File: config.mk
export PLATFORM = sky130hd
export DESIGN_NAME = ccc_handler_top
export DESIGN_NICKNAME = d
export VERILOG_FILES = /design/src/design/i3c_bus_pkg.sv /design/src/design/i3c_ccc_pkg.sv /design/src/design/ccc_sequencer.sv /design/src/design/get_response_mux.sv /design/src/design/set_action_unit.sv /design/src/design/ccc_handler_top.sv
export SDC_FILE = /design/constraint.sdc
export NUM_CORES = 1
export LEC_CHECK = 0
export BUFFER_PORTS_ARGS = -buffer_cell sky130_fd_sc_hd__buf_2
export CAP_MARGIN = 20
export CORE_UTILIZATION = 45
export CTS_BUF_LIST = sky130_fd_sc_hd__clkbuf_2
export DETAILED_ROUTE_END_ITERATION = 7
export PLACE_DENSITY = 0.78
export SETUP_SLACK_MARGIN = 0.05
export SLEW_MARGIN = 20
export SYNTH_ARGS = -nofsm -noshare
export SYNTH_HDL_FRONTEND = slang
export SYNTH_SLANG_ARGS = --single-unit
File: constraint.sdc
create_clock -name clk_i -period 3.1 [get_ports clk_i]
set_input_delay 0.155 -clock clk_i [delete_from_list [all_inputs] [get_ports clk_i]]
set_output_delay 0.155 -clock clk_i [all_outputs]
set_load 0.05 [all_outputs]
File: src/design/i3c_bus_pkg.sv
// Bus-level widths, byte and address types shared by the CCC handler and its testbench
`default_nettype none

package i3c_bus_pkg;

  // Basic bus widths
  localparam int BYTE_W = 8;
  localparam int ADDR_W = 7;

  // One byte as seen on SDA, MSB first
  typedef logic [BYTE_W-1:0] bus_byte_t;

  // Target address without the R/W bit
  typedef logic [ADDR_W-1:0] addr7_t;

  // Broadcast address 7'h7E with write direction
  // Seen after Repeated Start, it closes a direct CCC
  localparam bus_byte_t RSVD_ADDR = {7'h7E, 1'b0};

endpackage : i3c_bus_pkg

`default_nettype wire

File: src/design/i3c_ccc_pkg.sv
// CCC code values, GET response lengths and sequencer states, imported by the CCC handler units
`default_nettype none

package i3c_ccc_pkg;

  localparam int CCC_W = 8;

  // Bit 7 set marks a direct command
  typedef logic [CCC_W-1:0] ccc_code_t;

  // Broadcast codes
  localparam ccc_code_t CCC_BCAST_RSTDAA  = 8'h06;
  localparam ccc_code_t CCC_BCAST_SETAASA = 8'h29;

  // Direct codes
  localparam ccc_code_t CCC_DIRECT_SETDASA   = 8'h87;
  localparam ccc_code_t CCC_DIRECT_GETMWL    = 8'h8B;
  localparam ccc_code_t CCC_DIRECT_GETMRL    = 8'h8C;
  localparam ccc_code_t CCC_DIRECT_GETPID    = 8'h8D;
  localparam ccc_code_t CCC_DIRECT_GETBCR    = 8'h8E;
  localparam ccc_code_t CCC_DIRECT_GETDCR    = 8'h8F;
  localparam ccc_code_t CCC_DIRECT_GETSTATUS = 8'h90;

  // Longest GET response, GETPID
  localparam int MAX_GET_LEN = 6;
  localparam int IDX_W       = $clog2(MAX_GET_LEN + 1);
  localparam int GET_RESP_W  = MAX_GET_LEN * 8;

  // Countdown of bytes still to send
  typedef logic [IDX_W-1:0] byte_idx_t;

  // Response byte counts per GET
  localparam byte_idx_t GET_LEN_BCR    = 3'd1;
  localparam byte_idx_t GET_LEN_DCR    = 3'd1;
  localparam byte_idx_t GET_LEN_STATUS = 3'd2;
  localparam byte_idx_t GET_LEN_MWL    = 3'd2;
  localparam byte_idx_t GET_LEN_MRL    = 3'd3;
  localparam byte_idx_t GET_LEN_PID    = 3'd6;

  // Frame walk after the command code
  typedef enum logic [3:0] {
    Idle,
    WaitCCC,
    RxTbit,
    WaitRstart,
    RxDirectAddr,
    TxDirectAddrAck,
    RxData,
    RxDataTbit,
    TxData,
    TxDataTbit,
    HandleBroadcast,
    DoneCCC
  } ccc_state_e;

endpackage : i3c_ccc_pkg

`default_nettype wire

File: src/design/ccc_sequencer.sv
// Walks a CCC frame after the primary FSM hands over and drives bit and byte requests to the bus
`timescale 1ns/10ps
`default_nettype none

module ccc_sequencer
  import i3c_bus_pkg::*;
  import i3c_ccc_pkg::*;
(
  input  logic      clk_i,
  input  logic      rst_ni,
  input  ccc_code_t ccc_i,
  input  logic      ccc_valid_i,
  input  logic      start_det_i,
  input  logic      rstart_det_i,
  input  logic      stop_det_i,
  input  logic      rx_done_i,
  input  bus_byte_t rx_data_i,
  input  logic      tx_done_i,
  input  addr7_t    sta_addr_i,
  input  addr7_t    dyn_addr_i,
  input  logic      sta_addr_valid_i,
  input  logic      dyn_addr_valid_i,
  input  bus_byte_t tx_byte_i,
  input  logic      tx_last_i,
  output logic      rx_req_bit_o,
  output logic      rx_req_byte_o,
  output logic      tx_req_bit_o,
  output logic      tx_req_byte_o,
  output bus_byte_t tx_value_o,
  output logic      done_fsm_o,
  output ccc_code_t cmd_code_o,
  output logic      tx_load_o,
  output logic      tx_advance_o,
  output logic      bcast_strobe_o,
  output logic      data_strobe_o,
  output bus_byte_t data_byte_o
);

  ccc_state_e state_q, state_d;
  addr7_t     addr_q;
  logic       rnw_q;
  logic       is_rsvd_addr;
  logic       is_our_addr;

  // Command code held for the whole frame
  always_ff @(posedge clk_i or negedge rst_ni) begin
    if (!rst_ni) begin
      cmd_code_o <= '0;
    end else if (ccc_valid_i && state_q == WaitCCC) begin
      cmd_code_o <= ccc_i;
    end
  end

  // Address byte after Repeated Start
  always_ff @(posedge clk_i) begin
    if (state_q == RxDirectAddr && rx_done_i) begin
      addr_q <= rx_data_i[7:1];
      rnw_q  <= rx_data_i[0];
    end
  end

  // Write data, handed on once its T-bit is in
  always_ff @(posedge clk_i) begin
    if (state_q == RxData && rx_done_i) begin
      data_byte_o <= rx_data_i;
    end
  end

  assign is_rsvd_addr = {addr_q, rnw_q} == RSVD_ADDR;

  // Dynamic address wins, static one only as fallback
  always_comb begin
    if (dyn_addr_valid_i) begin
      is_our_addr = addr_q == dyn_addr_i;
    end else if (sta_addr_valid_i) begin
      is_our_addr = addr_q == sta_addr_i;
    end else begin
      is_our_addr = 1'b0;
    end
  end

  always_comb begin
    state_d = state_q;
    case (state_q)
      Idle: state_d = WaitCCC;
      WaitCCC: begin
        if (ccc_valid_i) state_d = RxTbit;
      end
      RxTbit: begin
        if (rx_done_i) state_d = cmd_code_o[7] ? WaitRstart : HandleBroadcast;
      end
      // Defining bytes are not taken, just wait for Sr
      WaitRstart: begin
        if (rstart_det_i) state_d = RxDirectAddr;
      end
      RxDirectAddr: begin
        if (rx_done_i) state_d = TxDirectAddrAck;
      end
      TxDirectAddrAck: begin
        if (tx_done_i) begin
          if (is_rsvd_addr) state_d = DoneCCC;
          else if (is_our_addr && rnw_q) state_d = TxData;
          else if (is_our_addr) state_d = RxData;
          else state_d = RxDirectAddr;
        end
      end
      RxData: begin
        if (start_det_i) state_d = RxDirectAddr;
        else if (rx_done_i) state_d = RxDataTbit;
      end
      RxDataTbit: begin
        if (rx_done_i) state_d = RxData;
      end
      TxData: begin
        if (start_det_i) state_d = RxDirectAddr;
        else if (tx_done_i) state_d = TxDataTbit;
      end
      // Last byte sent, next target may follow
      TxDataTbit: begin
        if (tx_done_i) state_d = tx_last_i ? RxDirectAddr : TxData;
      end
      HandleBroadcast: state_d = DoneCCC;
      DoneCCC: state_d = Idle;
      default: state_d = Idle;
    endcase
  end

  // STOP ends the frame from anywhere
  always_ff @(posedge clk_i or negedge rst_ni) begin
    if (!rst_ni) begin
      state_q <= Idle;
    end else if (stop_det_i && state_q != DoneCCC) begin
      state_q <= DoneCCC;
    end else begin
      state_q <= state_d;
    end
  end

  // Request levels follow the state
  assign rx_req_bit_o  = state_q inside {RxTbit, RxDataTbit};
  assign rx_req_byte_o = state_q inside {RxDirectAddr, RxData};
  assign tx_req_bit_o  = state_q inside {TxDirectAddrAck, TxDataTbit};
  assign tx_req_byte_o = state_q == TxData;

  // ACK is 0, T-bit high while more bytes remain
  always_comb begin
    case (state_q)
      TxData:     tx_value_o = tx_byte_i;
      TxDataTbit: tx_value_o = {7'h00, ~tx_last_i};
      default:    tx_value_o = '0;
    endcase
  end

  assign done_fsm_o     = state_q == DoneCCC;
  assign bcast_strobe_o = state_q == HandleBroadcast;
  assign data_strobe_o  = state_q == RxDataTbit && rx_done_i;
  assign tx_advance_o   = state_q == TxData && tx_done_i;
  assign tx_load_o      = state_q == TxDirectAddrAck && tx_done_i && is_our_addr && rnw_q;

  // Transceiver takes one kind of request at a time
  a_req_excl : assert property (@(posedge clk_i) disable iff (!rst_ni)
    !((rx_req_bit_o || tx_req_bit_o) && (rx_req_byte_o || tx_req_byte_o)));

  // Handback to the primary FSM is a single pulse
  a_done_pulse : assert property (@(posedge clk_i) disable iff (!rst_ni)
    done_fsm_o |=> !done_fsm_o);

endmodule : ccc_sequencer

`default_nettype wire

File: src/design/get_response_mux.sv
// Counts down the bytes of a direct GET response and selects the byte to send next
`timescale 1ns/10ps
`default_nettype none

module get_response_mux
  import i3c_bus_pkg::*;
  import i3c_ccc_pkg::*;
(
  input  logic                  clk_i,
  input  logic                  rst_ni,
  input  ccc_code_t             cmd_code_i,
  input  logic                  tx_load_i,
  input  logic                  tx_advance_i,
  input  bus_byte_t             get_bcr_i,
  input  bus_byte_t             get_dcr_i,
  input  logic [2*BYTE_W-1:0]   get_status_i,
  input  logic [2*BYTE_W-1:0]   get_mwl_i,
  input  logic [2*BYTE_W-1:0]   get_mrl_i,
  input  logic [GET_RESP_W-1:0] get_pid_i,
  output bus_byte_t             tx_byte_o,
  output logic                  tx_last_o
);

  byte_idx_t             cnt_q;
  byte_idx_t             len;
  logic [GET_RESP_W-1:0] resp;

  // Response right aligned, byte at count N sits at [8N-1 -: 8]
  always_comb begin
    case (cmd_code_i)
      CCC_DIRECT_GETBCR: begin
        len  = GET_LEN_BCR;
        resp = {40'h0, get_bcr_i};
      end
      CCC_DIRECT_GETDCR: begin
        len  = GET_LEN_DCR;
        resp = {40'h0, get_dcr_i};
      end
      // Format 1 only
      CCC_DIRECT_GETSTATUS: begin
        len  = GET_LEN_STATUS;
        resp = {32'h0, get_status_i};
      end
      CCC_DIRECT_GETMWL: begin
        len  = GET_LEN_MWL;
        resp = {32'h0, get_mwl_i};
      end
      // Third byte is max IBI payload, all ones
      CCC_DIRECT_GETMRL: begin
        len  = GET_LEN_MRL;
        resp = {24'h0, get_mrl_i, 8'hFF};
      end
      CCC_DIRECT_GETPID: begin
        len  = GET_LEN_PID;
        resp = get_pid_i;
      end
      default: begin
        len  = '0;
        resp = '0;
      end
    endcase
  end

  always_ff @(posedge clk_i or negedge rst_ni) begin
    if (!rst_ni) begin
      cnt_q <= '0;
    end else if (tx_load_i) begin
      cnt_q <= len;
    end else if (tx_advance_i) begin
      cnt_q <= cnt_q - 1'b1;
    end
  end

  // MSB of what is left goes first
  always_comb begin
    case (cnt_q)
      3'd1:    tx_byte_o = resp[7:0];
      3'd2:    tx_byte_o = resp[15:8];
      3'd3:    tx_byte_o = resp[23:16];
      3'd4:    tx_byte_o = resp[31:24];
      3'd5:    tx_byte_o = resp[39:32];
      3'd6:    tx_byte_o = resp[47:40];
      default: tx_byte_o = '0;
    endcase
  end

  assign tx_last_o = cnt_q == '0;

  // Sequencer must stop sending once the count is spent
  a_no_underflow : assert property (@(posedge clk_i) disable iff (!rst_ni)
    tx_advance_i |-> cnt_q != '0);

endmodule : get_response_mux

`default_nettype wire

File: src/design/set_action_unit.sv
// Turns completed broadcast and SETDASA frames into RSTDAA and dynamic-address pulses for the CSRs
`timescale 1ns/10ps
`default_nettype none

module set_action_unit
  import i3c_bus_pkg::*;
  import i3c_ccc_pkg::*;
(
  input  logic      clk_i,
  input  logic      rst_ni,
  input  ccc_code_t cmd_code_i,
  input  logic      bcast_strobe_i,
  input  logic      data_strobe_i,
  input  bus_byte_t data_byte_i,
  input  addr7_t    sta_addr_i,
  output logic      rstdaa_o,
  output bus_byte_t set_dasa_o,
  output logic      set_dasa_valid_o
);

  logic      aasa_valid_q;
  bus_byte_t aasa_addr_q;
  logic      dasa_valid_q;
  bus_byte_t dasa_addr_q;

  // Strobes last one cycle, so do the pulses
  always_ff @(posedge clk_i or negedge rst_ni) begin
    if (!rst_ni) begin
      rstdaa_o     <= 1'b0;
      aasa_valid_q <= 1'b0;
      dasa_valid_q <= 1'b0;
    end else begin
      rstdaa_o     <= bcast_strobe_i && cmd_code_i == CCC_BCAST_RSTDAA;
      aasa_valid_q <= bcast_strobe_i && cmd_code_i == CCC_BCAST_SETAASA;
      dasa_valid_q <= data_strobe_i && cmd_code_i == CCC_DIRECT_SETDASA;
    end
  end

  // SETAASA promotes the static address, laid out like a SETDASA byte
  always_ff @(posedge clk_i) begin
    if (bcast_strobe_i && cmd_code_i == CCC_BCAST_SETAASA) begin
      aasa_addr_q <= {sta_addr_i, 1'b0};
    end
  end

  // SETDASA byte carries the new address in [7:1]
  always_ff @(posedge clk_i) begin
    if (data_strobe_i && cmd_code_i == CCC_DIRECT_SETDASA) begin
      dasa_addr_q <= data_byte_i;
    end
  end

  // Both feed one CSR write port
  assign set_dasa_valid_o = aasa_valid_q || dasa_valid_q;
  assign set_dasa_o       = aasa_valid_q ? aasa_addr_q : dasa_addr_q;

  // One frame never both resets and assigns the address
  a_rst_set_excl : assert property (@(posedge clk_i) disable iff (!rst_ni)
    !(rstdaa_o && set_dasa_valid_o));

endmodule : set_action_unit

`default_nettype wire

File: src/design/ccc_handler_top.sv
// Top level of the I3C target CCC handler, joining sequencer, GET response mux and SET actions
`timescale 1ns/10ps
`default_nettype none

module ccc_handler_top
  import i3c_bus_pkg::*;
  import i3c_ccc_pkg::*;
(
  input  logic                  clk_i,
  input  logic                  rst_ni,
  // From the primary FSM
  input  ccc_code_t             ccc_i,
  input  logic                  ccc_valid_i,
  output logic                  done_fsm_o,
  // Bus monitor
  input  logic                  start_det_i,
  input  logic                  rstart_det_i,
  input  logic                  stop_det_i,
  // Transceiver
  input  logic                  rx_done_i,
  input  bus_byte_t             rx_data_i,
  input  logic                  tx_done_i,
  output logic                  rx_req_bit_o,
  output logic                  rx_req_byte_o,
  output logic                  tx_req_bit_o,
  output logic                  tx_req_byte_o,
  output bus_byte_t             tx_value_o,
  // CSR side
  input  addr7_t                sta_addr_i,
  input  logic                  sta_addr_valid_i,
  input  addr7_t                dyn_addr_i,
  input  logic                  dyn_addr_valid_i,
  input  bus_byte_t             get_bcr_i,
  input  bus_byte_t             get_dcr_i,
  input  logic [2*BYTE_W-1:0]   get_status_i,
  input  logic [2*BYTE_W-1:0]   get_mwl_i,
  input  logic [2*BYTE_W-1:0]   get_mrl_i,
  input  logic [GET_RESP_W-1:0] get_pid_i,
  output logic                  rstdaa_o,
  output bus_byte_t             set_dasa_o,
  output logic                  set_dasa_valid_o
);

  ccc_code_t cmd_code;
  logic      tx_load;
  logic      tx_advance;
  bus_byte_t tx_byte;
  logic      tx_last;
  logic      bcast_strobe;
  logic      data_strobe;
  bus_byte_t data_byte;

  ccc_sequencer u_seq (
    .clk_i            (clk_i),
    .rst_ni           (rst_ni),
    .ccc_i            (ccc_i),
    .ccc_valid_i      (ccc_valid_i),
    .start_det_i      (start_det_i),
    .rstart_det_i     (rstart_det_i),
    .stop_det_i       (stop_det_i),
    .rx_done_i        (rx_done_i),
    .rx_data_i        (rx_data_i),
    .tx_done_i        (tx_done_i),
    .sta_addr_i       (sta_addr_i),
    .dyn_addr_i       (dyn_addr_i),
    .sta_addr_valid_i (sta_addr_valid_i),
    .dyn_addr_valid_i (dyn_addr_valid_i),
    .tx_byte_i        (tx_byte),
    .tx_last_i        (tx_last),
    .rx_req_bit_o     (rx_req_bit_o),
    .rx_req_byte_o    (rx_req_byte_o),
    .tx_req_bit_o     (tx_req_bit_o),
    .tx_req_byte_o    (tx_req_byte_o),
    .tx_value_o       (tx_value_o),
    .done_fsm_o       (done_fsm_o),
    .cmd_code_o       (cmd_code),
    .tx_load_o        (tx_load),
    .tx_advance_o     (tx_advance),
    .bcast_strobe_o   (bcast_strobe),
    .data_strobe_o    (data_strobe),
    .data_byte_o      (data_byte)
  );

  get_response_mux u_get (
    .clk_i        (clk_i),
    .rst_ni       (rst_ni),
    .cmd_code_i   (cmd_code),
    .tx_load_i    (tx_load),
    .tx_advance_i (tx_advance),
    .get_bcr_i    (get_bcr_i),
    .get_dcr_i    (get_dcr_i),
    .get_status_i (get_status_i),
    .get_mwl_i    (get_mwl_i),
    .get_mrl_i    (get_mrl_i),
    .get_pid_i    (get_pid_i),
    .tx_byte_o    (tx_byte),
    .tx_last_o    (tx_last)
  );

  set_action_unit u_set (
    .clk_i            (clk_i),
    .rst_ni           (rst_ni),
    .cmd_code_i       (cmd_code),
    .bcast_strobe_i   (bcast_strobe),
    .data_strobe_i    (data_strobe),
    .data_byte_i      (data_byte),
    .sta_addr_i       (sta_addr_i),
    .rstdaa_o         (rstdaa_o),
    .set_dasa_o       (set_dasa_o),
    .set_dasa_valid_o (set_dasa_valid_o)
  );

endmodule : ccc_handler_top

`default_nettype wire

Yosys cells after proc, flatten, opt, wreduce, memory -nomap -nowiden
Cells that the tools add are included.
{"block": "op_classes", "n_bitwise": 1, "mux": 27, "reduce_logical": 23, "add_sub_neg": 1, "eq_ne": 39}
{"cell": "case mux 48 bit (6 select lines)", "n": 1}
{"cell": "== test 8 bit, second input constant", "n": 8}
{"cell": "two-way mux 4 bit", "n": 16}
{"cell": "case mux 8 bit (6 select lines)", "n": 1}
{"cell": "case mux 4 bit (11 select lines)", "n": 1}
{"cell": "inequality test 3 x 2 -> 1 bit, second input constant", "n": 6}
{"cell": "== test 4 x 3 -> 1 bit, second input constant", "n": 4}
{"cell": "== test 4 bit, second input constant", "n": 4}
{"cell": "case mux 8 bit (2 select lines)", "n": 1}
{"cell": "== test 7 bit", "n": 2}
{"cell": "logical AND 1 bit", "n": 13}
{"cell": "case mux 3 bit (4 select lines)", "n": 1}
{"cell": "== test 3 bit, second input constant", "n": 3}
{"cell": "AND reduction 9 bit", "n": 1}
{"cell": "== test 4 x 2 -> 1 bit, second input constant", "n": 2}
{"cell": "== test 8 x 3 -> 1 bit, second input constant", "n": 1}
{"cell": "== test 8 x 6 -> 1 bit, second input constant", "n": 1}
{"cell": "two-way mux 8 bit", "n": 1}
{"cell": "inequality test 4 bit, second input constant", "n": 2}
{"cell": "nonzero test 2 bit", "n": 4}
{"cell": "== test 3 x 2 -> 1 bit, second input constant", "n": 2}
{"cell": "two-way mux 3 bit", "n": 2}
{"cell": "== test 4 x 1 -> 1 bit, second input constant", "n": 1}
{"cell": "logical NOT 4 bit", "n": 1}
{"cell": "other kinds (10)", "n": 12}
{"block": "totals", "output_inout_bits": 23, "reg_bits": 49}

Depth between registers and ports, before layout
Gate-level depths: netlist of the first run.
{"block": "logic_depth", "word_depth": 9, "mapped_depth": 9, "mapped_depth_nobuf": 8}

Modules after synthesis
Synthesis of the first run repeated with hierarchy kept, for this count alone.
{"block": "hier_totals", "hier_cells": 356, "area_unflattened_um2": 3654.8}
{"module": "ccc_sequencer", "seq_area_each_um2": 780.7, "instances": 1, "cells_each": 148, "area_per_inst_um2": 1626.6}
{"module": "get_response_mux", "seq_area_each_um2": 75.1, "instances": 1, "cells_each": 172, "area_per_inst_um2": 1336.3}
{"module": "set_action_unit", "seq_area_each_um2": 525.5, "instances": 1, "cells_each": 36, "area_per_inst_um2": 691.9}

Worst setup path after synthesis of the first run
Ideal clock, no wire load.
{"block": "synth_path", "path_kind": "reg-to-output", "from": "reg u_seq.state_q[2]", "to": "out tx_value_o[1]", "arrival_time_ns": 2.726, "n_path_buf": 2, "path_slack_ns": 0.219, "path_stages_with_launch": 7, "required_time_ns": 2.945, "path_cell_list": "dfrtp_1 buf_6 nand2b_4 buf_6 nor3_2 nand3_1 o221ai_1"}
{"block": "synth_via", "elab_chain_len": 2}
{"element": "from (decl)", "line": "ccc_sequencer.sv:39", "text": "ccc_state_e state_q, state_d;"}
{"element": "from (signal assigned)", "line": "ccc_sequencer.sv:131", "text": "state_q <= Idle;"}
{"element": "from (signal assigned)", "line": "ccc_sequencer.sv:133", "text": "state_q <= DoneCCC;"}
{"element": "from (signal assigned)", "line": "ccc_sequencer.sv:135", "text": "state_q <= state_d;"}
{"element": "== test 4 bit"}
{"element": "via tx_req_byte_o", "line": "ccc_handler_top.sv:26", "text": "output logic tx_req_byte_o,"}
{"element": "case mux 8 bit (2 select lines)", "line": "ccc_sequencer.sv:147", "text": "case (state_q)"}
{"element": "to (decl)", "line": "ccc_handler_top.sv:27", "text": "output bus_byte_t tx_value_o,"}
The timed path passes the listed nets, and every way through them passes these cells.

Worst setup path in the final report of the first run
{"block": "layout_path", "from": "reg u_get.cnt_q[0]", "to": "out tx_value_o[1]"}
{"block": "layout_via", "elab_chain_len": 3}
{"element": "from (decl)", "line": "get_response_mux.sv:24", "text": "byte_idx_t cnt_q;"}
{"element": "from (signal assigned)", "line": "get_response_mux.sv:68", "text": "cnt_q <= len;"}
{"element": "from (signal assigned)", "line": "get_response_mux.sv:70", "text": "cnt_q <= cnt_q - 1'b1;"}
{"element": "== test 3 bit (tied with other cells)", "line": "get_response_mux.sv:76", "text": "case (cnt_q)"}
{"element": "case mux 8 bit (6 select lines) *", "line": "get_response_mux.sv:76"}
{"element": "case mux 8 bit (2 select lines) *", "line": "ccc_sequencer.sv:147"}
Mark *: on every way between the ends. The rest lies on a longest branch, timed or not.

==> impl_metrics.toml, run 1 <==
[timing]
slew_headroom_pct = 43.5
rsz0062_at_grt = "false"
finalCritPeriodShare_pct = 93.8
skew_ns = 0.0236
clock.fmax_mhz = 344
fin_crit_ns = 2.91
tightest_slew_ns = 0.844
hold_viol = 0
slew_violations = 0
tns_ns = 0
final-setup-viol-count = 0

[clocking]
cts_root_buf = "clkbuf_2"
clockBufferDepth = 2
worst_skew_pair.late_latency_ns = 0.44
cts_buffers = 5
cts_setup_buffers = 0
cts.sinks = 49
cts_tree = "built"
clkTransAtPathRegs_ns = 0.27
htree_levels = 2

[grt]
grt-ovfl-total = 0
grt_use_total_pct = 27.8
antenna_found_initial = 1
grt_pass1_vias = 3658
grt_first_pass_wirelength_um = 18400
grt_max_degree = 21

[pwr]
internal_power_uw = 1640
power.switching_uw = 1400
p_leak_uw = 0.00205
p_per_area_nw_per_um2 = 624
total_power_uw = 3040
combPwrFrac_pct = 56.1
switching_share_pct = 46.1
pwr-share-clk_pct = 8.9
vdd_drop_max_mv = 0.526
p_seq_share_pct = 35.0

[die]
io_pins = 175
dieArea_um2 = 8540
core_area_um2 = 7810
rows = 32
start_util_pct = 47.1
die_h_um = 92.4
die_x_um = 92.4

[layout]
stdcell_count = 637
nets = 690
multiInputGateArea_um2 = 2110
syn2layout_area_growth_pct = 32.6
drive_above_1_share_pct = 45.3
post-route-util_pct = 62.5
regArea_um2 = 1380
fillers = 661

[critical_path]
max_stage_delay_ns = 0.57
reg2reg_from = "u_seq.cmd_code_o[0]"
crit_fanout = 10
timing.critical_path.slowest_stage_cell = "or4_1"
crit_buf_inv = 2
r2r_cells = 5
crit_end = "tx_value_o[1]"
cp.arrival_ns = 2.75
cp-end-kind = "output port"
critPathKind = "reg2out"
r2r-end = "u_set.aasa_addr_q[3]"
cp_top_family = "simple AND/OR/NAND/NOR gates"
rrSetupSlack_ns = 0.81
crit_start = "u_get.cnt_q[0]"
timing.critical_path.cells = "inv_1 > ha_1 > nand2b_1 > or4_1 > o221ai_1 > buf_2"
worst_setup_path_start_kind = "flop"
cp.required_ns = 2.94
path_depth = 6

[yosys]
ys_seq_area_share_pct = 37.6
yosys_register_bits = 49
synth_nets = 503
yosysWarnings = 0
async_flop_share_pct = 36.7
yosys_most_used_dff = "edfxtp_1"
synth_cell_types = 62
syn_area_um2 = 3680
synth_edf_count = 31
synth_cells = 346
synth_area_per_cell_um2 = 10.6

[flow_run]
cap_viol_max_count = 0

[drt]
first_pass_iters = 7
drt_iter0_markers = 329
drc = 0
wl_per_cell_um = 18.8
vias = 3722
drtAntennaViolNets = 0
wl_um = 12000
via_per_inst = 5.84

[placed_design]
dp.cells = 603
io_buffers = 174
dp.final_hpwl_um = 8990
place_congestion = 0.914

[status]
status = "completed"

[worst_hold_path]
hold_class = "in2async"
-- per-stage QoR --
step                hold slack, ns  area [µm²]  worst slack, ns
detailed placement           0.129        4570            0.698
CTS                          0.129        4870            0.167
finish                       0.149        4880            0.193
global placement             0.121        4570            0.724
global route                 0.154        4880           0.0804
floorplan                   -0.141        3680            0.219
-- placed cells by master (no fill, tap or decap), types with 4 or more instances in the layout --
cell type	n
a222oi_1	16
inv_1	4
mux2_2	29
nand3_1	5
o21ai_0	15
nor2_1	24
buf_2	174
a21oi_1	10
xnor2_1	10
a22o_1	7
o221ai_1	4
a221oi_2	4
ha_1	5
dlygate4sd3_1	25
a221oi_1	6
nand4_1	5
edfxtp_1	31
nor4_1	4
nand2b_1	9
xor2_1	7
buf_4	10
nor3_1	4
o21ai_1	5
mux2i_1	11
a31oi_1	8
nand2_1	21
mux2_1	4
clkbuf_2	5
nor2b_1	9
dfrtp_1	18
-- worst min path at each step --
| stage | from | to | slack [ns] | cells past startpoint |
|---|---|---|---|---|
| 2_1_floorplan | rst_ni | u_get.cnt_q[0] | -0.14 | 0 |
| 3_3_place_gp | rst_ni | u_seq.state_q[2] | 0.12 | 1 |
| 3_5_place_dp | rst_ni | u_seq.state_q[2] | 0.13 | 1 |
| 4_1_cts | tx_done_i | u_seq.state_q[3] | 0.13 | 4 |
| 5_1_grt | tx_done_i | u_seq.state_q[3] | 0.15 | 4 |
| 6_report | rst_ni | u_seq.state_q[2] | 0.15 | 2 |
-- cells in the mapped netlist (all sizes together), types with 2 or more instances --
cell type,instances,area share (%)
nor2,25,2.8
a22o,7,1.7
mux2i,11,3.0
a2bb2oi,2,0.65
buf,19,3.8
nand4,5,0.85
a21oi,11,1.6
clkbuf,10,1.0
nand3,5,0.68
nand3b,3,0.95
a222oi,16,4.4
nor2b,10,1.7
o221ai,4,0.95
nor4,6,1.4
o32ai,2,0.99
mux2,33,10
dfrtp,18,12
o21ai,20,2.7
nor3,5,0.82
and3b,2,0.48
and4,2,0.48
nand2b,10,1.9
o211ai,2,0.54
a2111o,2,0.61
a31oi,8,1.4
inv,4,0.41
nor3b,2,0.41
ha,5,1.7
or4,2,0.41
xor2,7,1.7
edfxtp,31,25
xnor2,10,2.4
a211oi,2,0.41
nand2,21,2.1
a221oi,10,3.1
-- sequential cells by signal, indices dropped and copies added (netlist names) --
| signal | flops |
|---|---|
| u_seq.state_q | 4 |
| u_set.dasa_addr_q | 8 |
| u_set.aasa_valid_q | 1 |
| u_get.cnt_q | 3 |
| u_seq.rnw_q | 1 |
| u_seq.addr_q | 7 |
| u_set.rstdaa_o | 1 |
| u_seq.cmd_code_o | 8 |
| u_seq.data_byte_o | 8 |
| u_set.dasa_valid_q | 1 |
| u_set.aasa_addr_q | 7 |
-- power groups by stage --
stage	clock (µW)	combinational (µW)	sequential (µW)
after global routing	296	1820	1090
after CTS	267	1680	1050
after detailed placement	0	1650	1070
after global placement	0	1610	1050
after floorplan	0	1450	896
final	270	1710	1060
-- routing by layer --
metal	global-route usage, %	wire length [µm]
met5	0	0
met4	10.5	352
met3	4.76	1050
met2	50.2	6190
met1	32.6	4390
-- cells by family (layout without fill, tap and decap cells) --
logic type      Yosys count  count (layout)  synth area share, %
fa+ha+maj                 5               5                 1.70
mux                      44              44                 13.1
simple gates            105             105                 17.8
xor+xnor                 17              17                 4.05
other cells               0               1                    0
buf+inv                  33             221                 5.21
compound gates           93              93                 20.6
flops                    49              49                 37.6
-- repair_timing --
| item | CTS | global route |
|---|---|---|
| gates resized for setup | 0 | 1 |
| hold buffers | 25 | 0 |
| hold endpoints to repair | 50 | 0 |
| setup endpoints to repair | 0 | 6 |
-- cell type report --
type	instances	share of cell area, %
diodes	1	0.0513
flip-flops and latches	49	28.3
well taps	102	2.62
clock inverters	3	0.436
inverters	4	0.308
clock buffers	5	0.513
repair buffers	209	24.5
multi-input cells	264	43.2
Power figures use the tool's default switching activity.
==> inputs of run 2 (changes only) <==
--- a/config.mk
+++ b/config.mk
@@ -8,7 +8,6 @@
 export BUFFER_PORTS_ARGS = -buffer_cell sky130_fd_sc_hd__buf_2
 export CAP_MARGIN = 20
 export CORE_UTILIZATION = 45
-export CTS_BUF_LIST = sky130_fd_sc_hd__clkbuf_2
 export DETAILED_ROUTE_END_ITERATION = 7
 export PLACE_DENSITY = 0.78
 export SETUP_SLACK_MARGIN = 0.05
==> impl_metrics.toml, run 2 (synthesis gave the netlist of run 1 again) <==
[status]
status = "completed"

[die]
die_h_um = 92.4
core_area_um2 = 7810
die_x_um = 92.4
dieArea_um2 = 8540
rows = 32
start_util_pct = 47.1
io_pins = 175

[clocking]
cts_tree = "built"
worst_skew_pair.late_latency_ns = 0.30
holdBufCountCts = 1
htree_levels = 2
clkTransAtPathRegs_ns = 0.09
cts.sinks = 49
cts_setup_buffers = 0
ctsResizeCount = 0
clockBufferDepth = 2
cts_buffers = 5
cts_root_buf = "clkbuf_8"

[layout]
reg.largest.list = "u_seq.cmd_code_o x8, u_seq.data_byte_o x8, u_set.dasa_addr_q x8"
post-route-util_pct = 59.9
nets = 666
drive_above_1_share_pct = 47.3
fillers = 681
fin_area_um2 = 4680
mostFrequentLayoutCell = "buf_2"
final_cell_mix = "174 x buf_2, 31 x edfxtp_1, 29 x mux2_2"
syn2layout_area_growth_pct = 27.2

[drt]
drc = 0
wl_met2_um = 5760
wl_um = 11400
first_pass_iters = 7
drtAntennaViolNets = 0
dr_wl_met3_um = 922
wl_met1_um = 4440
wl_per_cell_um = 18.7
top_layer = "met4"
via_per_inst = 5.90
vias = 3615
drt_iter0_markers = 302

[worst_hold_path]
min_path_cells = 1
hold_class = "in2reg"
hold_path_startpoint = "rx_data_i[3]"
whs_endpoint = "u_seq.addr_q[2]"

[critical_path]
cp_top_family = "simple AND/OR/NAND/NOR gates"
max_stage_delay_ns = 0.65
timing.critical_path.slowest_stage_cell = "nor4bb_4"
crit_fanout = 8
timing.critical_path.cells = "nor2_1 > nor4bb_4 > a221oi_2 > o21ai_0 > nand3b_1 > a31oi_1 > buf_2"
cp-end-kind = "output port"
cp.required_ns = 2.94
critPathKind = "reg2out"
reg2reg_from = "u_seq.cmd_code_o[0]"
crit_buf_inv = 1
cp.arrival_ns = 2.63
rrSetupSlack_ns = 0.81
r2r_cells = 5
worst_setup_path_start_kind = "flop"
r2r-end = "u_set.aasa_addr_q[1]"

[pwr]
total_power_uw = 3110
combPwrFrac_pct = 53.7
internal_power_uw = 1720
power.switching_uw = 1390
p_seq_share_pct = 34.2
p_per_area_nw_per_um2 = 665
vdd_drop_max_mv = 0.528
switching_share_pct = 44.7
pwr-share-clk_pct = 12.0
p_leak_uw = 0.00196

[grt]
antenna_found_initial = 1
grt_first_pass_wirelength_um = 17500
grt_max_degree = 21
grt-ovfl-total = 0
grt_pass1_vias = 3475
grt_use_total_pct = 26.3

[timing]
hold_viol = 0
slew_violations = 0
slew_headroom_pct = 53.9
skew_ns = 0.00624
fin_crit_ns = 2.79
rsz0062_at_grt = "false"
tns_ns = 0
finalCritPeriodShare_pct = 89.9
final-setup-viol-count = 0
tightest_slew_ns = 0.675
clock.fmax_mhz = 359

[placed_design]
io_buffers = 174
dp.final_hpwl_um = 8990
placed_area_um2 = 4570
place_congestion = 0.914

[flow_run]
cap_viol_max_count = 0
==> run 2: power groups by stage <==
stage | clock, µW | combinational [µW] | sequential, µW
2_1_floorplan | 0 | 1450 | 896
3_3_place_gp | 0 | 1610 | 1050
3_5_place_dp | 0 | 1650 | 1070
4_1_cts | 384 | 1660 | 1050
5_1_grt | 403 | 1790 | 1090
6_report | 374 | 1670 | 1060
==> run 2: per-layer routing <==
metal / vias to the layer above / global-route usage [%]
met4: 0 / 10.0
met1: 1704 / 32.2
met2: 203 / 46.2
li1: 1685 / -
met3: 23 / 4.02
met5: - / 0
==> run 2: worst max-delay path by stage <==
stage          depth (start not counted)                 from            end  slack [ns]
6_report                               7  u_seq.cmd_code_o[5]  tx_value_o[0]        0.31
5_1_grt                                7  u_seq.cmd_code_o[5]  tx_value_o[2]        0.19
3_3_place_gp                           7  u_seq.cmd_code_o[5]  tx_value_o[0]        0.72
3_5_place_dp                           7  u_seq.cmd_code_o[5]  tx_value_o[0]        0.70
2_1_floorplan                          6     u_seq.state_q[2]  tx_value_o[1]        0.22
4_1_cts                                7  u_seq.cmd_code_o[5]  tx_value_o[0]        0.33
==> run 2: area by class of cell <==
class / instances / area (µm²) / area share, %
multi-input combinational: 264 / 2100 / 45.0
sequential: 49 / 1380 / 29.5
timing repair buffer: 185 / 956 / 20.4
tap: 102 / 128 / 2.73
clock buffer: 5 / 68.8 / 1.47
clock inverter: 3 / 21.3 / 0.455
inverter: 4 / 15.0 / 0.321
antenna: 1 / 2.50 / 0.0535
==> run 2: metrics by stage <==
stage          setup WS [ns]  std cells  hold slack, ns
3_5_place_dp           0.698        603           0.129
3_3_place_gp           0.724        603           0.121
6_report               0.314        613          0.0367
2_1_floorplan          0.219        346          -0.141
5_1_grt                0.186        613          0.0257
4_1_cts                0.331        612          0.0269
==> inputs of run 3 (changes only) <==
--- a/config.mk
+++ b/config.mk
@@ -5,11 +5,14 @@
 export SDC_FILE = /design/constraint.sdc
 export NUM_CORES = 1
 export LEC_CHECK = 0
+export ABC_CLOCK_PERIOD_IN_PS = 3100
 export BUFFER_PORTS_ARGS = -buffer_cell sky130_fd_sc_hd__buf_2
 export CAP_MARGIN = 20
-export CORE_UTILIZATION = 45
+export CELL_PAD_IN_SITES_DETAIL_PLACEMENT = 1
+export CELL_PAD_IN_SITES_GLOBAL_PLACEMENT = 2
+export CORE_UTILIZATION = 28
 export DETAILED_ROUTE_END_ITERATION = 7
-export PLACE_DENSITY = 0.78
+export PLACE_DENSITY_LB_ADDON = 0.1
 export SETUP_SLACK_MARGIN = 0.05
 export SLEW_MARGIN = 20
 export SYNTH_ARGS = -nofsm -noshare
==> impl_metrics.toml, run 3 (synthesis gave the netlist of run 1 again) <==
[status]
status = "completed"

[grt]
grt_max_degree = 24
antenna_found_initial = 1
grt_first_pass_wirelength_um = 18700
grt-ovfl-total = 0
grt_pass1_vias = 3486
grt_use_total_pct = 18.1

[timing]
skew_ns = 0.00413
slew_headroom_pct = 49.0
tns_ns = 0
final-setup-viol-count = 0
fin_crit_ns = 2.78
slew_violations = 0
rsz0062_at_grt = "false"
hold_viol = 0
tightest_slew_ns = 0.765
clock.fmax_mhz = 360
finalCritPeriodShare_pct = 89.6

[clocking]
holdBufCountCts = 1
clockBufferDepth = 2
cts_buffers = 5
cts_setup_buffers = 0
htree_levels = 2
cts.sinks = 49
worst_skew_pair.late_latency_ns = 0.29
ctsResizeCount = 0
clkTransAtPathRegs_ns = 0.07
cts_tree = "built"
cts_root_buf = "clkbuf_16"

[drt]
wl_um = 12700
drtAntennaViolNets = 0
drt_iter0_markers = 266
wl_per_cell_um = 18.6
vias = 3521
via_per_inst = 5.14
drc = 0
first_pass_iters = 5

[placed_design]
place_congestion = 0.812
dp.final_hpwl_um = 10300
io_buffers = 174
dp.cells = 676

[die]
io_pins = 175
core_area_um2 = 12700
start_util_pct = 28.9
dieArea_um2 = 13600
die_x_um = 117
die_h_um = 117
rows = 41

[critical_path]
crit_start = "u_get.cnt_q[2]"
cp.arrival_ns = 2.62
crit_fanout = 23
critPathKind = "reg2out"
cp-end-kind = "output port"
r2r_cells = 4
r2r-end = "u_set.aasa_addr_q[5]"
crit_end = "tx_value_o[1]"
worst_setup_path_start_kind = "flop"
rrSetupSlack_ns = 0.86
cp.required_ns = 2.94
reg2reg_from = "u_seq.state_q[0]"

[layout]
stdcell_count = 685
reg.largest.list = "u_seq.cmd_code_o x8, u_seq.data_byte_o x8, u_set.dasa_addr_q x8"
final_cell_mix = "174 x buf_2, 31 x edfxtp_1, 29 x mux2_2"
nets = 669
mostFrequentLayoutCell = "buf_2"
regArea_um2 = 1380
post-route-util_pct = 38.3
fillers = 1527
multiInputGateArea_um2 = 2110
diodes = 0
syn2layout_area_growth_pct = 32.4
drive_above_1_share_pct = 47.6

[pwr]
p_per_area_nw_per_um2 = 698
p_leak_uw = 0.00201
p_seq_share_pct = 30.1
switching_share_pct = 42.3
internal_power_uw = 1960
power.switching_uw = 1440
vdd_drop_max_mv = 0.284
pwr-share-clk_pct = 18.4
combPwrFrac_pct = 51.6

[worst_hold_path]
hold_class = "in2reg"
hold_path_startpoint = "rx_data_i[6]"

[flow_run]
cap_viol_max_count = 0
## run 3: cell types whose count changed in the layout (fill, tap and decap cells not counted), sizes merged
| cell | previous run | this run |
|---|---|---|
| clkbuf | 5 | 6 |
| bufinv | 0 | 1 |
| inv | 5 | 4 |
| clkinvlp | 1 | 0 |
| buf | 184 | 187 |
| diode | 1 | 0 |
## run 3: layout make-up
class | instances | share of cell area [%]
multi-input combinational | 264 | 43.4
sequential | 49 | 28.4
timing repair buffer | 188 | 20.1
tap | 172 | 4.42
clock buffer | 6 | 2.65
clock inverter | 2 | 0.797
inverter | 4 | 0.308
## run 3: critical path, stage by stage (launching register included)
cell      delay [ns]
dfrtp_1         0.84
mux2_1          0.39
a222oi_1        0.35
nor2_1          0.09
a31oi_1         0.22
o221ai_1        0.19
buf_2           0.25
## run 3: power by group through the flow
| stage | Clock, µW | Sequential, µW | Combinational, µW |
|---|---|---|---|
| after floorplan | 0 | 896 | 1450 |
| after global placement | 0 | 1020 | 1750 |
| after detailed placement | 0 | 1030 | 1770 |
| after CTS | 642 | 1020 | 1780 |
| after global routing | 674 | 1050 | 1920 |
| final | 624 | 1020 | 1750 |
## run 3: worst min-delay path by stage
stage                     slack (ns)  depth (start not counted)          endpoint
after floorplan                -0.14                          0    u_get.cnt_q[0]
after global placement          0.13                          1  u_seq.state_q[2]
after detailed placement        0.14                          1  u_seq.state_q[2]
after CTS                       0.05                          1   u_seq.addr_q[5]
after global routing            0.04                          1   u_seq.addr_q[4]
final                           0.05                          1   u_seq.addr_q[5]
## run 3: per-stage QoR
step | total power, µW | area, µm² | hold slack, ns | setup WS (ns)
after floorplan | 2350 | 3680 | -0.141 | 0.219
after CTS | 3440 | 4870 | 0.0490 | 0.280
after global routing | 3640 | 4870 | 0.0441 | 0.105
final | 3400 | 4870 | 0.0520 | 0.323
after detailed placement | 2810 | 4690 | 0.141 | 0.608
after global placement | 2770 | 4690 | 0.128 | 0.655
## run 3: routing by layer
| layer | routed length (µm) | up-vias | GRT usage [%] |
|---|---|---|---|
| met3 | 918 | 11 | 3.01 |
| li1 | - | 1693 | - |
| met2 | 6450 | 140 | 34.0 |
| met5 | 13 | - | 0 |
| met1 | 5230 | 1675 | 21.7 |
| met4 | 125 | 2 | 3.63 |
